## src/source/frog_pkg.sv

```systemverilog
// ------------------------------------------------------------
// Frogger score subsystem shared definitions
// Widths, fixed values, FSM states and segment bundles
// ------------------------------------------------------------
package frog_pkg;

  // Frog row index, rows 0 to 7
  typedef logic [2:0] rowT;

  // Score value, saturates at 63
  typedef logic [5:0] scoreT;

  // One decimal digit
  typedef logic [3:0] digitT;

  // Debounce stability counter
  typedef logic [4:0] debounceCountT;

  // Segments a to g, a in the MSB
  typedef logic [6:0] segT;

  // Both displays, tens on the first one
  typedef struct packed {
    segT tens;
    segT units;
  } segPairT;

  // Progress FSM
  typedef enum logic {
    PressWait,
    ReleaseWait
  } frogStateT;

  // Stable cycles needed before the debounced level follows the button
  localparam debounceCountT DEBOUNCE_CYCLES = 5'd16;

  // Row at which a hop scores and wraps back to the start
  localparam rowT TOP_ROW = 3'd7;

  // Highest score the 6-bit counter may hold
  localparam scoreT MAX_SCORE = 6'd63;

endpackage

```

## src/source/ButtonDebounce.sv

```systemverilog
// ------------------------------------------------------------
// Push button debouncer
// Output follows the raw level once it has been stable long enough
// ------------------------------------------------------------
module ButtonDebounce
  import frog_pkg::*;
(
  input  logic i_Clk,
  input  logic i_rstN,

  // Raw bouncy button level
  input  logic i_Raw,

  // Filtered level
  output logic o_Deb
);

  debounceCountT count;

  // Count cycles where raw and filtered levels disagree
  always_ff @(posedge i_Clk or negedge i_rstN)
  begin
    if (!i_rstN)
    begin
      count <= '0;
      o_Deb <= 1'b0;
    end
    else if (i_Raw == o_Deb)
    begin
      // Bounce back to the held level restarts the count
      count <= '0;
    end
    else if (count == DEBOUNCE_CYCLES)
    begin
      o_Deb <= i_Raw;
      count <= '0;
    end
    else
    begin
      count <= count + 5'd1;
    end
  end

  // Counter must stop at the threshold
  assert property (@(posedge i_Clk) disable iff (!i_rstN)
    count <= DEBOUNCE_CYCLES)
    else $error("Debounce counter passed its limit");

endmodule

```

## src/source/FrogProgress.sv

```systemverilog
// ------------------------------------------------------------
// Frog progress counter
// Hops the frog one row per press, scores at the top row
// ------------------------------------------------------------
module FrogProgress
  import frog_pkg::*;
(
  input  logic  i_Clk,
  input  logic  i_rstN,

  // Debounced up button
  input  logic  i_Up,

  // Collision level from the game logic
  input  logic  i_Collision,

  // Current row and score
  output rowT   o_Row,
  output scoreT o_Score
);

  frogStateT state;

  always_ff @(posedge i_Clk or negedge i_rstN)
  begin
    if (!i_rstN)
    begin
      state   <= PressWait;
      o_Row   <= '0;
      o_Score <= '0;
    end
    else if (i_Collision)
    begin
      // Collision wins over any hop
      state   <= PressWait;
      o_Row   <= '0;
      o_Score <= '0;
    end
    else
    begin
      unique case (state)
        PressWait:
        begin
          if (i_Up)
          begin
            state <= ReleaseWait;
            if (o_Row == TOP_ROW)
            begin
              // Crossing done, back to the start row
              o_Row <= '0;
              if (o_Score != MAX_SCORE)
              begin
                o_Score <= o_Score + 6'd1;
              end
            end
            else
            begin
              o_Row <= o_Row + 3'd1;
            end
          end
        end

        ReleaseWait:
        begin
          // Wait for release so a held button hops once
          if (!i_Up)
          begin
            state <= PressWait;
          end
        end

        default:
        begin
          state <= PressWait;
        end
      endcase
    end
  end

  // Collision clears the frog on the next cycle
  assert property (@(posedge i_Clk) disable iff (!i_rstN)
    i_Collision |=> (o_Row == '0 && o_Score == '0))
    else $error("Row or score not cleared after collision");

  // Score saturates instead of wrapping
  assert property (@(posedge i_Clk) disable iff (!i_rstN)
    (o_Score == MAX_SCORE && !i_Collision) |=> (o_Score == MAX_SCORE))
    else $error("Score left its maximum without a collision");

endmodule

```

## src/source/SevenSegmentsDisplay.sv

```systemverilog
// ------------------------------------------------------------
// Two-digit seven-segment score display
// Splits the score into tens and units, drives active-low segments
// ------------------------------------------------------------
module SevenSegmentsDisplay
  import frog_pkg::*;
(
  input  logic    i_Clk,
  input  logic    i_rstN,

  // Score from the progress counter
  input  scoreT   i_Score,

  // Active-low segments, tens and units
  output segPairT o_Segments
);

  digitT tensQ;
  digitT unitsQ;

  // Active-high pattern, segment a in the MSB
  function automatic segT encodeDigit(input digitT digit);
    segT seg;
    case (digit)
      4'd0:    seg = 7'h7E;
      4'd1:    seg = 7'h30;
      4'd2:    seg = 7'h6D;
      4'd3:    seg = 7'h79;
      4'd4:    seg = 7'h33;
      4'd5:    seg = 7'h5B;
      4'd6:    seg = 7'h5F;
      4'd7:    seg = 7'h70;
      4'd8:    seg = 7'h7F;
      4'd9:    seg = 7'h7B;
      default: seg = 7'h00;
    endcase
    return seg;
  endfunction

  // Stage one holds the decimal digits
  always_ff @(posedge i_Clk or negedge i_rstN)
  begin
    if (!i_rstN)
    begin
      tensQ  <= '0;
      unitsQ <= '0;
    end
    else
    begin
      tensQ  <= digitT'(i_Score / 6'd10);
      unitsQ <= digitT'(i_Score % 6'd10);
    end
  end

  // Stage two holds the inverted encodings for common anode parts
  always_ff @(posedge i_Clk or negedge i_rstN)
  begin
    if (!i_rstN)
    begin
      o_Segments.tens  <= ~segT'(7'h7E);
      o_Segments.units <= ~segT'(7'h7E);
    end
    else
    begin
      o_Segments.tens  <= ~encodeDigit(tensQ);
      o_Segments.units <= ~encodeDigit(unitsQ);
    end
  end

  // Digits stay decimal, so no blank pattern reaches the displays
  assert property (@(posedge i_Clk) disable iff (!i_rstN)
    (tensQ < 4'd10) && (unitsQ < 4'd10))
    else $error("Registered digit out of decimal range");

endmodule

```

## src/source/FroggerScoreTop.sv

```systemverilog
// ------------------------------------------------------------
// Frogger score subsystem top level
// Debounced up button to row, score and seven-segment output
// ------------------------------------------------------------
module FroggerScoreTop
  import frog_pkg::*;
(
  input  logic    i_Clk,
  input  logic    i_rstN,

  // Raw up button and collision level
  input  logic    i_UpBtn,
  input  logic    i_Collision,

  // Frog row and active-low score segments
  output rowT     o_Row,
  output segPairT o_Segments
);

  logic  w_UpDeb;
  scoreT w_Score;

  ButtonDebounce i_ButtonDebounce (
    .i_Clk  (i_Clk),
    .i_rstN (i_rstN),
    .i_Raw  (i_UpBtn),
    .o_Deb  (w_UpDeb)
  );

  FrogProgress i_FrogProgress (
    .i_Clk       (i_Clk),
    .i_rstN      (i_rstN),
    .i_Up        (w_UpDeb),
    .i_Collision (i_Collision),
    .o_Row       (o_Row),
    .o_Score     (w_Score)
  );

  // Two cycles from score to segments
  SevenSegmentsDisplay i_SevenSegmentsDisplay (
    .i_Clk      (i_Clk),
    .i_rstN     (i_rstN),
    .i_Score    (w_Score),
    .o_Segments (o_Segments)
  );

endmodule

```

## config.mk

```make
export PLATFORM = sky130hd
export DESIGN_NAME = FroggerScoreTop
export DESIGN_NICKNAME = d
export VERILOG_FILES = /design/src/source/frog_pkg.sv /design/src/source/ButtonDebounce.sv /design/src/source/FrogProgress.sv /design/src/source/SevenSegmentsDisplay.sv /design/src/source/FroggerScoreTop.sv
export SDC_FILE = /design/constraint.sdc
export NUM_CORES = 1
export LEC_CHECK = 0
export ABC_AREA = 1
export BUFFER_PORTS_ARGS = -buffer_cell sky130_fd_sc_hd__buf_2
export CAP_MARGIN = 5
export CORE_MARGIN = 3
export CORE_UTILIZATION = 43
export CTS_CLUSTER_DIAMETER = 100
export CTS_CLUSTER_SIZE = 40
export DETAILED_ROUTE_END_ITERATION = 10
export PLACE_DENSITY = 0.65
export SLEW_MARGIN = 20
export SYNTH_ARGS = -nofsm -noshare
export SYNTH_HDL_FRONTEND = slang
export SYNTH_SLANG_ARGS = --single-unit
export TNS_END_PERCENT = 5
```

## constraint.sdc

```tcl
create_clock -name i_Clk -period 1.7 [get_ports i_Clk]
set_input_delay 0 -clock i_Clk [delete_from_list [all_inputs] [get_ports i_Clk]]
set_output_delay 0 -clock i_Clk [all_outputs]
set_load 0.05 [all_outputs]
```

==> impl_summary.md, run 1 <==
Floorplanning
The x dimension of the die is 72.2 um. The number of placed I/O pins is 21. The number of standard-cell rows in the floorplan is 23. The initial core utilization is 45.8%.

The region available for standard cell placement spans 4120 um2. The die covers around 5200 um2. The die span in y is ~72 um.

Setup path
The launching element type of the critical path is a register. The critical path is of the register to register type. The signal on the critical path passes through nor2_2 -> nand2_2 -> a21o_2 -> nand2_1 -> inv_1 -> ha_1 -> inv_1 -> nand3_1 -> nand2_1 -> nand2_1 -> nand2_1. For the worst setup path, the data arrival time is around 1.8 ns. The kind of cell with the highest combined delay along the critical path is simple AND/OR/NAND/NOR gates.

The largest fanout on the critical path is 5. At the worst endpoint, the required time is 1.92 ns. The number of buffers and inverters on the critical path is 2. In this design, the stage delay of the slowest critical-path cell is 0.43 ns. The cell that appears most often on the critical path is sky130_fd_sc_hd__nand2_1. The sort of element at the end of the critical path is a register. The slowest stage of the critical path belongs to the cell sky130_fd_sc_hd__dfrtp_1.

GRT
The first global-routing pass estimated around 5400 um of wire. The overflow left after global routing is 0. The pin count of the biggest net entering global routing is 38. In the global route stage, overall resource usage came out at 13.3%.

The number of antenna violations at the first check in global routing was 0. The number of global-route vias before repair is about 1300.

Route
The wire length on met3 is ~130 um. The routed length per instance is around 9.9 um. The pre-antenna-repair detailed-routing pass consisted of 4 iterations.

The total via count in the routed design is 1367. The post-route antenna net violation count is 0. The vias per cell is between 4 and 5.

After detailed routing, the wire length on met1 is between 1000 and 1500 um. For this run, design rule violations remaining after detail routing come to 0. In this run the top signal layer used is met4. In this run, the number of DRC markers left after iteration 0 of detailed routing was 29.

The total length of routed met2 wires is around 1400 um. Wires add up to between 2000 and 3000 um.

Synth
In this run the mean area of a mapped cell was approximately 9.0 um2. After synthesis, flip-flops and latches occupy about 50% of the total area. Yosys mapped the design onto 26 distinct sky130hd cell types.

Counting flops and latches in the post-synthesis netlist gives 37. The number of nets in the synthesized netlist is between 200 and 250. The synthesized netlist occupies a cell area of approximately 1900 um2. The number of standard cells after synthesis is 210. For this run, the number of Yosys warnings is 0.

Finish
For this run, the share of the core covered by cells in the final layout is 52.7%. Leaving out fill and tap cells, the most frequent cells in the layout are sky130_fd_sc_hd__nand2_1 (40), sky130_fd_sc_hd__dfrtp_1 (33), sky130_fd_sc_hd__inv_1 (30). The net count of the finished layout is 262. Leaving out fill and tap cells, the most frequent cell in the layout is sky130_fd_sc_hd__nand2_1. Compared with the post-synthesis result, the final layout area differs by 14.9%. The antenna diode count is 0. Cells with a size suffix above 1 make up 19.5% of the layout. The area of all placed cells without fillers is 2170 um2.

STA
The final number of setup-violating endpoints is 0. Setup repair after global routing could not meet its margin everywhere. The max-slew violation total from the final report was 0. The worst pin sits at a relative slew slack of between 40% and 50%. Based on the critical path, the design can be clocked at up to around 650 MHz.

The worst path uses about nine tenths of the clock period. The slew at the pin closest to its max-slew limit is 0.790 ns. Counting I/O delays and the setup requirement, the final critical path takes around 1.5 ns. The total count of hold-check failures in the final report is 0. Across the routed clock network, the largest skew measured is 0.00635 ns.

Power and ir drop
The peak supply drop is roughly 0.00064 V. Dividing total power by cell area gives a power density of 1040 nW/um2. In this run the static leakage power is roughly 1.1 nW.

CTS
The clock passes through at most 2 buffers. The H-tree generated during clock tree synthesis spans 2 levels. The number of sinks driven by the clock tree is 37. The clock insertion delay at the later pin of the skew report is 0.29 ns. In this run the clock root is driven by a sky130_fd_sc_hd__clkbuf_8. TritonCTS built the clock tree. The number of clock buffers inserted by TritonCTS is 5. The clock input transition at the sequential cells of the worst setup and hold paths is 0.07 ns.

Place
The routability congestion estimate from global placement is 0.773. After detailed placement, the total cell area comes to between 2000 and 2500 um2. The count of buffers from port buffering is 20. The post-detailed-placement half-perimeter wirelength is about 2200 um.

Outcome
The run finished with clean final reports.

Worst hold path
The type of the most critical hold path is primary input to async pin.

Flow run
Across the run, the number of max-cap violations was 0.
what timing repair did:
action / in CTS / in global routing
setup buffers: 0 / 0
endpoints found under the hold margin: 40 / 0
endpoints found under the setup margin: 0 / 3
resized for setup: 0 / 6
hold buffers: 3 / 0
worst register-to-register path, cell delays in order (launching register included):
cell                      delay, ns
sky130_fd_sc_hd__dfrtp_1       0.43
sky130_fd_sc_hd__nor2_2        0.16
sky130_fd_sc_hd__nand2_2       0.09
sky130_fd_sc_hd__a21o_2        0.21
sky130_fd_sc_hd__nand2_1       0.07
sky130_fd_sc_hd__inv_1         0.05
sky130_fd_sc_hd__ha_1          0.18
sky130_fd_sc_hd__inv_1         0.05
sky130_fd_sc_hd__nand3_1       0.07
sky130_fd_sc_hd__nand2_1       0.06
sky130_fd_sc_hd__nand2_1       0.05
sky130_fd_sc_hd__nand2_1       0.05
flip-flops by register name, indices dropped and copies added (netlist names):
name / flops
i_ButtonDebounce.count: 5
i_ButtonDebounce.o_Deb: 1
i_FrogProgress.o_Row: 3
i_FrogProgress.o_Score: 6
i_FrogProgress.state: 1
i_SevenSegmentsDisplay.o_Segments: 14
i_SevenSegmentsDisplay.tensQ: 3
i_SevenSegmentsDisplay.unitsQ: 4
final cells by class:
type	instances	area [um2]
well taps	50	62.6
repair buffers	25	145
clock inverters	1	5.00
multi-input cells	138	823
fillers	386	1950
inverters	33	124
clock buffers	7	76.3
flip-flops and latches	37	931
through the flow:
| stage | instances | hold WS [ns] | worst slack [ns] | power, mW | TNS, ns |
|---|---|---|---|---|---|
| final | 291 | 0.328 | 0.165 | 2.26 | 0 |
| after global routing | 291 | 0.423 | -0.0181 | 2.43 | -0.0181 |
| after CTS | 291 | 0.358 | 0.119 | 2.30 | 0 |
| after detailed placement | 280 | 0.139 | 0.136 | 1.71 | 0 |
| after global placement | 280 | 0.129 | 0.174 | 1.71 | 0 |
| after floorplan | 210 | -0.296 | 0.0861 | 1.56 | 0 |
power breakdown:
| part | internal, mW | total [mW] | switching, mW |
|---|---|---|---|
| Clock | 0.287 | 0.573 | 0.285 |
| Sequential | 0.993 | 1.06 | 0.0692 |
| Combinational | 0.180 | 0.629 | 0.448 |
| Total | 1.46 | 2.26 | 0.803 |
metal layers:
metal	GRT usage, %	vias to the layer above
met2	22.0	24
met1	15.2	611
li1	-	724
met5	0	-
met4	6.89	0
met3	4.16	8
worst paths after layout:
check                      cells past startpoint                      start                                to  slack (ns)
hold reg to reg                                1  i_ButtonDebounce.count[0]         i_ButtonDebounce.count[0]        0.46
hold / removal                                 2                     i_rstN           i_FrogProgress.o_Row[1]        0.33
setup / recovery                              11  i_FrogProgress.o_Score[3]  i_SevenSegmentsDisplay.unitsQ[3]        0.17
max in group asynchronous                      2                     i_rstN         i_FrogProgress.o_Score[4]        0.81
setup reg to reg                              11  i_FrogProgress.o_Score[3]  i_SevenSegmentsDisplay.unitsQ[3]        0.17
min in group i_Clk                             1  i_ButtonDebounce.count[0]         i_ButtonDebounce.count[0]        0.46
synthesized netlist by cell type, drive strengths merged:
library cell / n / area [um2]
a21o: 1 / 8.76
a21oi: 9 / 45.0
a31oi: 1 / 6.26
buf: 2 / 15.0
dfrtp: 35 / 876
dfstp: 2 / 52.6
ha: 18 / 225
inv: 33 / 124
nand2: 43 / 171
nand3: 15 / 85.1
nand3b: 1 / 7.51
nand4: 2 / 12.5
nor2: 19 / 71.3
nor3: 1 / 5.00
o21a: 1 / 7.51
o21ai: 19 / 98.9
o21bai: 1 / 11.3
o31ai: 1 / 12.5
or2: 2 / 15.0
xnor2: 4 / 35.0
cell families after synthesis:
| family | after synthesis | synth area share [%] |
|---|---|---|
| and+or+nand+nor | 83 | 19.5 |
| DFF | 37 | 49.2 |
| buffers and inverters | 35 | 7.37 |
| AOI/OAI and AO/OA | 33 | 10.1 |
| adders and majority gates | 18 | 11.9 |
| xor gates and xnor gates | 4 | 1.86 |
Power figures use the tool's default switching activity.
==> run 2: changes to the inputs <==
- CTS_BUF_LIST: not set -> sky130_fd_sc_hd__clkbuf_4 sky130_fd_sc_hd__clkbuf_8
==> impl_summary.md, run 2 (same netlist as run 1, synthesis figures left out) <==
Floorplanning
Once the floorplan was initialized, standard cells occupied a little under half of the core. The number of standard-cell rows in the floorplan is 23. The x dimension of the die is between 70 and 80 um.

The core region is 4120 um2. The die span in y is 72.2 um. The total die area is 5220 um2. Pin placement for this block handled 21 I/O pins.

GRT
The pin count of the biggest net entering global routing is 38. For this run the aggregate overflow at the end of global routing stands at 0. The number of antenna violations at the first check in global routing is 0. The global router's overall resource usage is between 10% and 20%. The first global-routing pass estimated approximately 5400 um of wire. The number of global-route vias before repair came to 1300.

STA
Of the available clock period, the critical path in the final layout requires between 90 and 100%. The worst slew margin relative to its limit is a little under half. Setup slack closes at ~0.16 ns.

The timing-limited maximum frequency is 651 MHz. Setup violations remaining at the end of the flow were counted as 0. The routed design could run at a clock period as short as approximately 1.5 ns.

The max-slew violation total from the final report is 0. The total count of hold-check failures in the final report is 0. The slew at the pin closest to its max-slew limit is roughly 0.80 ns. The clock tree skew after final layout is between 0.006 and 0.007 ns.

The worst hold slack is between 0.3 and 0.4 ns. Setup repair after global routing could not meet its margin everywhere.

Setup path
For this design, the slowest cell found on the critical path is sky130_fd_sc_hd__dfrtp_1. The worst path arrival time is roughly 1.8 ns. The class of the most critical setup path is register to register. The largest fanout on the critical path is 5. Data on the critical path is required at its endpoint by about 1.9 ns. Traced cell by cell, the critical path runs through nor2_2 -> nand2_2 -> a21o_2 -> nand2_1 -> inv_1 -> ha_1 -> inv_1 -> nand3_1 -> nand2_1 -> nand2_1 -> nand2_1. The cell family contributing the most delay on the critical path is simple AND/OR/NAND/NOR gates. The number of buffers and inverters on the critical path is 2.

The cell repeated most along the worst path is sky130_fd_sc_hd__nand2_1. The worst setup path is captured at a register. STA classifies the critical path startpoint as a register. For this run, the slowest stage of the critical path takes between 0.4 and 0.5 ns.

Place
The count of buffers from port buffering is 20. The post-detailed-placement half-perimeter wirelength is 2200 um. At the end of routability-driven placement, the weighted congestion stood at 0.773.

Timing analysis after detailed placement gives a worst setup slack of ~0.14 ns.

CTS
The number of clock buffers inserted by TritonCTS is 5. The H-tree was split into 2 levels. Clock latency on the worst-skew pair, taken at its later pin, is between 0.2 and 0.3 ns. CTS saw 37 sinks. The clock input transition at the sequential cells of the worst setup and hold paths is 0.07 ns. The maximum clock path buffer count is 2. The clock root buffer is sky130_fd_sc_hd__clkbuf_8. TritonCTS built the clock tree.

Finish
The largest registers in the layout are i_SevenSegmentsDisplay.o_Segments: 14 flops, i_FrogProgress.o_Score: 6 flops, i_ButtonDebounce.count: 5 flops. In the layout the commonest cells are sky130_fd_sc_hd__nand2_1 (40), sky130_fd_sc_hd__dfrtp_1 (33), sky130_fd_sc_hd__inv_1 (30). Cells fill between 50% and 60% of the core in the end.

The register with the most flip-flops is i_SevenSegmentsDisplay.o_Segments. The register with the most flip-flops in the layout has 14 of them. The antenna diode count is 0. After the last flow step, the layout net total stands at between 200 and 300. In the final layout, the share of cells above drive strength 1 is 20.3%. The filler cells instantiated in the layout total 388.

The commonest non-fill, non-tap cell in the layout is sky130_fd_sc_hd__nand2_1. Across the whole layout, storage elements account for around 930 um2. From synthesis to final layout, the design area changed by 15.3%. The footprint of the multi-input gates is approximately 800 um2.

Route
In this run the remaining antenna-violating nets after routing total 0. The total via count in the routed design is 1368. In the final routed layout, each cell accounts on average for slightly above 10 um. The final routed DRC violation total is 0. In the routed layout, each cell is associated on average with a via count of around 4.7.

The first detailed-routing pass took 4 iterations. The routed design has 2940 um of wire. The first routing iteration left 36 violations.

Flow run
The number of max-capacitance violations reported is 0.

Worst hold path
In this run the worst hold path is classified as primary input to async pin.

Outcome
The flow ran to the end, and the final reports show no timing, DRC or antenna violations.

Power and ir drop
The static power due to leakage is 1.14 nW. The power per cell area is approximately 1100 nW/um2. The worst-case IR drop observed on VDD is about 0.00064 V. Per report_power, the combinational group accounts for 27.4% of the total. In this run, flip-flops and latches consume between 40% and 50% of the power. The cell-internal power is about 1.5 mW. The switching power total is ~0.80 mW. The clock group share of total power is 26.4%. Net switching is approximately a third of the power.
run 2: what timing repair did:
item,in CTS,in global routing
gates resized for setup,0,6
hold endpoints to repair,40,0
endpoints found under the setup margin,0,3
hold buffers,3,0
buffers inserted,0,0
run 2: layer usage:
metal | part of all wire [%] | GRT usage, % | routed length (um)
met5 | 0 | 0 | 0
met4 | 2.4 | 6.89 | 71
met3 | 4.5 | 4.16 | 133
met2 | 48 | 22.6 | 1420
met1 | 45 | 15.3 | 1320
run 2: final cells by class:
type | instances | share of cell area (%)
Inverter | 33 | 5.70
Multi-Input combinational cell | 138 | 37.9
Timing Repair Buffer | 25 | 6.67
Tap cell | 50 | 2.88
Clock inverter | 1 | 0.230
Sequential cell | 37 | 42.8
Clock buffer | 7 | 3.85
run 2: final timing paths:
check / from / endpoint / slack (ns) / cells after the start
max in group asynchronous: i_rstN / i_FrogProgress.o_Score[4] / 0.81 / 2
min in group i_Clk: i_ButtonDebounce.count[0] / i_ButtonDebounce.count[0] / 0.46 / 1
max reg2reg: i_FrogProgress.o_Score[3] / i_SevenSegmentsDisplay.unitsQ[3] / 0.16 / 11
max: i_FrogProgress.o_Score[3] / i_SevenSegmentsDisplay.unitsQ[3] / 0.16 / 11
min: i_rstN / i_FrogProgress.o_Row[1] / 0.33 / 2
min reg2reg: i_ButtonDebounce.count[0] / i_ButtonDebounce.count[0] / 0.46 / 1
run 2: power by group through the flow:
stage,sequential (mW),combinational [mW],clock [mW]
2_1_floorplan,1.31,0.248,0
3_3_place_gp,1.08,0.627,0
3_5_place_dp,1.08,0.633,0
4_1_cts,1.06,0.639,0.634
5_1_grt,1.08,0.704,0.678
6_report,1.06,0.629,0.605
run 2: stage by stage:
| stage | area (um2) | setup TNS (ns) | power [mW] | std cells |
|---|---|---|---|---|
| final | 2170 | 0 | 2.30 | 291 |
| after global routing | 2170 | -0.0183 | 2.46 | 291 |
| after CTS | 2170 | 0 | 2.34 | 291 |
| after detailed placement | 2050 | 0 | 1.71 | 280 |
| after global placement | 2050 | 0 | 1.71 | 280 |
| after floorplan | 1890 | 0 | 1.56 | 210 |
==> run 3: changes to the inputs <==
- PLACE_DENSITY: 0.65 -> 0.66
- clock period: 1.7 -> 1.95 ns (I/O delays scaled with it)
==> impl_summary.md, run 3 (same netlist as run 1, synthesis figures left out) <==
Outcome
The flow ran to the end, and the final reports show no timing, DRC or antenna violations.

Floorplanning
The die is between 70 and 80 um tall. The number of placed I/O pins is 21. The initial core utilization is 45.8%. The floorplan has 23 rows. The total die area is about 5200 um2. The core footprint is 4120 um2.

The x dimension of the die is just over 70 um.

CTS
The clock input transition at the sequential cells of the worst setup and hold paths is around 0.07 ns. Counting the buffers created by CTS gives 5. The count of buffers added by post-CTS timing repair for setup is 0. The H-tree was split into 2 levels. For the worst-skew pair, the clock arrives at the later sink with an insertion delay of around 0.29 ns. The maximum clock path buffer count is 2. The root buffer cell chosen for the clock tree is sky130_fd_sc_hd__clkbuf_8.

The clock net in this run drives a total of 37 sinks. The CTS tree is yes.

STA
Setup repair after global routing left no endpoint under its margin. The slew at the pin closest to its max-slew limit is 0.794 ns. Measured against its own limit, the worst slew margin works out to between 40% and 50%. The final number of setup-violating endpoints is 0. Dividing the final minimum period by the clock period gives a little over 80%.

The max-slew violation total from the final report was 0. The post-route setup TNS is 0 ns. After layout, the minimum clock period comes to between 1.5 and 2 ns. For this run, the top clock speed supported by timing is between 600 and 700 MHz. The total count of hold-check failures in the final report is 0. The clock tree skew after final layout is 0.00426 ns.

The tightest hold path in the finished design has a slack of approximately 0.33 ns.

Finish
In the final layout, the multi-input gates occupy between 800 and 900 um2. The top cell types in the final layout, fill and taps aside, are sky130_fd_sc_hd__nand2_1 (41), sky130_fd_sc_hd__dfrtp_1 (35), sky130_fd_sc_hd__inv_1 (31). The register with the most flip-flops is i_SevenSegmentsDisplay.o_Segments. The finished layout holds 289 standard cells, fillers aside.

The area of all sequential standard cells is between 900 and 1000 um2. The filler cells instantiated in the layout total roughly 380. The post-synthesis to final-layout area growth is 14.8%.

The layout cell share with drive strength beyond 1 is between 10% and 20%. The area of all placed cells without fillers is around 2200 um2. The largest registers in the layout are i_SevenSegmentsDisplay.o_Segments: 14 flops, i_FrogProgress.o_Score: 6 flops, i_ButtonDebounce.count: 5 flops. The antenna diode count is 0. The number of nets in the final layout is 260. The commonest non-fill, non-tap cell in the layout is sky130_fd_sc_hd__nand2_1. The flip-flop count of the largest register, all copies and words added is 14.

Place
The cell count after placement is around 280. The placed cell area is 2030 um2. Routability-driven placement finished with a final weighted congestion of 0.761. Port buffering added 20 buffers. Summed over all nets, the half-perimeter wirelength after detailed placement is ~2200 um.

Setup path
The critical path is of the register to register type. Setup slack on the worst reg-to-reg path comes out at around 0.34 ns. The most numerous cell type found on the critical path is sky130_fd_sc_hd__nand2_1. The sort of element at the end of the critical path is a register. The critical path's largest stage delay is 0.46 ns. The signal on the critical path passes through nor2_1 -> nand2_1 -> a21o_2 -> nand2_1 -> inv_1 -> ha_1 -> inv_1 -> nand3_1 -> nand2_1 -> nand2_1 -> nand2_1.

The buffers plus inverters on the worst setup path is 2. The largest fanout on the critical path is 7. The worst path arrival time is 1.83 ns. The slowest stage of the critical path is the sky130_fd_sc_hd__dfrtp_1 cell. The worst setup path is launched from a register. The cell family contributing the most delay on the critical path is simple AND/OR/NAND/NOR gates. The worst endpoint required time is around 2.2 ns.

Route
Dividing the detail-routed via count by the number of cells gives 4.68. The number of DRC markers after the initial detailed-route iteration is 77. The routed design has approximately 3000 um of wire. The detailed router placed ~1400 vias in this run. The final routed DRC violation total is 0. Dividing the detail-routed wire length by the instance count gives ~10 um.

The iteration count of the initial detailed-routing pass is 4. The detail route stage leaves a number of antenna-violating nets equal to 0.

Power and ir drop
Across the VDD grid, the largest voltage drop is roughly 0.00068 V. In this run the static leakage power is approximately 1.1 nW. Dividing total power by cell area gives a power density of approximately 940 nW/um2.

GRT
The total overflow left after global routing is 0. The number of antenna violations at the first check in global routing is 0. The pin count of the biggest net entering global routing is 38. Global routing consumed, over all layers together, 13.4% of the routing resources. The number of global-route vias before repair was approximately 1300. The first global-routing pass estimated approximately 5400 um of wire.

Flow run
The number of max-capacitance violations reported is 0.

Worst hold path
The type of the most critical hold path is primary input to async pin.
run 3: cell count changes in the layout (fill, tap and decap cells not counted), sizes merged:
cell and delta:
buf -2
run 3: per-stage QoR:
stage / setup slack (ns) / total power [mW] / utilization (%)
6_report: 0.344 / 2.04 / 52.6
5_1_grt: 0.187 / 2.17 / 52.6
4_1_cts: 0.347 / 2.07 / 52.6
3_5_place_dp: 0.362 / 1.48 / 49.4
3_3_place_gp: 0.396 / 1.47 / 49.4
2_1_floorplan: 0.336 / 1.36 / -
run 3: per-layer routing:
metal	part of all wire, %	GRT usage [%]	vias up
met4	2.4	7.52	0
met1	48	17.1	604
met3	5.0	4.57	8
met5	0	0	-
li1	-	-	716
met2	45	19.7	25
run 3: final timing paths:
| check | startpoint | to | cells after the start |
|---|---|---|---|
| max | i_FrogProgress.o_Score[4] | i_SevenSegmentsDisplay.unitsQ[3] | 11 |
| min | i_rstN | i_SevenSegmentsDisplay.o_Segments[4] | 2 |
| max reg2reg | i_FrogProgress.o_Score[4] | i_SevenSegmentsDisplay.unitsQ[3] | 11 |
| min reg2reg | i_FrogProgress.o_Score[0] | i_SevenSegmentsDisplay.unitsQ[0] | 0 |
| max in group asynchronous | i_rstN | i_FrogProgress.o_Score[3] | 2 |
| min in group i_Clk | i_FrogProgress.o_Score[0] | i_SevenSegmentsDisplay.unitsQ[0] | 0 |
run 3: what timing repair did:
action	4_1_cts	5_1_grt
gates resized for setup	0	0
hold buffers	3	0
hold endpoints to repair	41	0
run 3: cell type report:
class / count / share of cell area [%]
clock inverters: 1 / 0.231
well taps: 50 / 2.89
clock buffers: 7 / 4.45
repair buffers: 23 / 6.01
multi-input cells: 138 / 37.8
flip-flops and latches: 37 / 42.9
inverters: 33 / 5.72
run 3: worst reg2reg max path: cells and delay by family (launching register included):
family / cells / cell delay (ns)
flops: 1 / 0.46
fa+ha+maj: 1 / 0.18
simple gates: 7 / 0.58
buf+inv: 2 / 0.10
compound gates: 1 / 0.24
run 3: power by group:
part | switching, mW | internal, mW
registers | 0.0720 | 0.865
logic | 0.382 | 0.147
clock network | 0.257 | 0.319
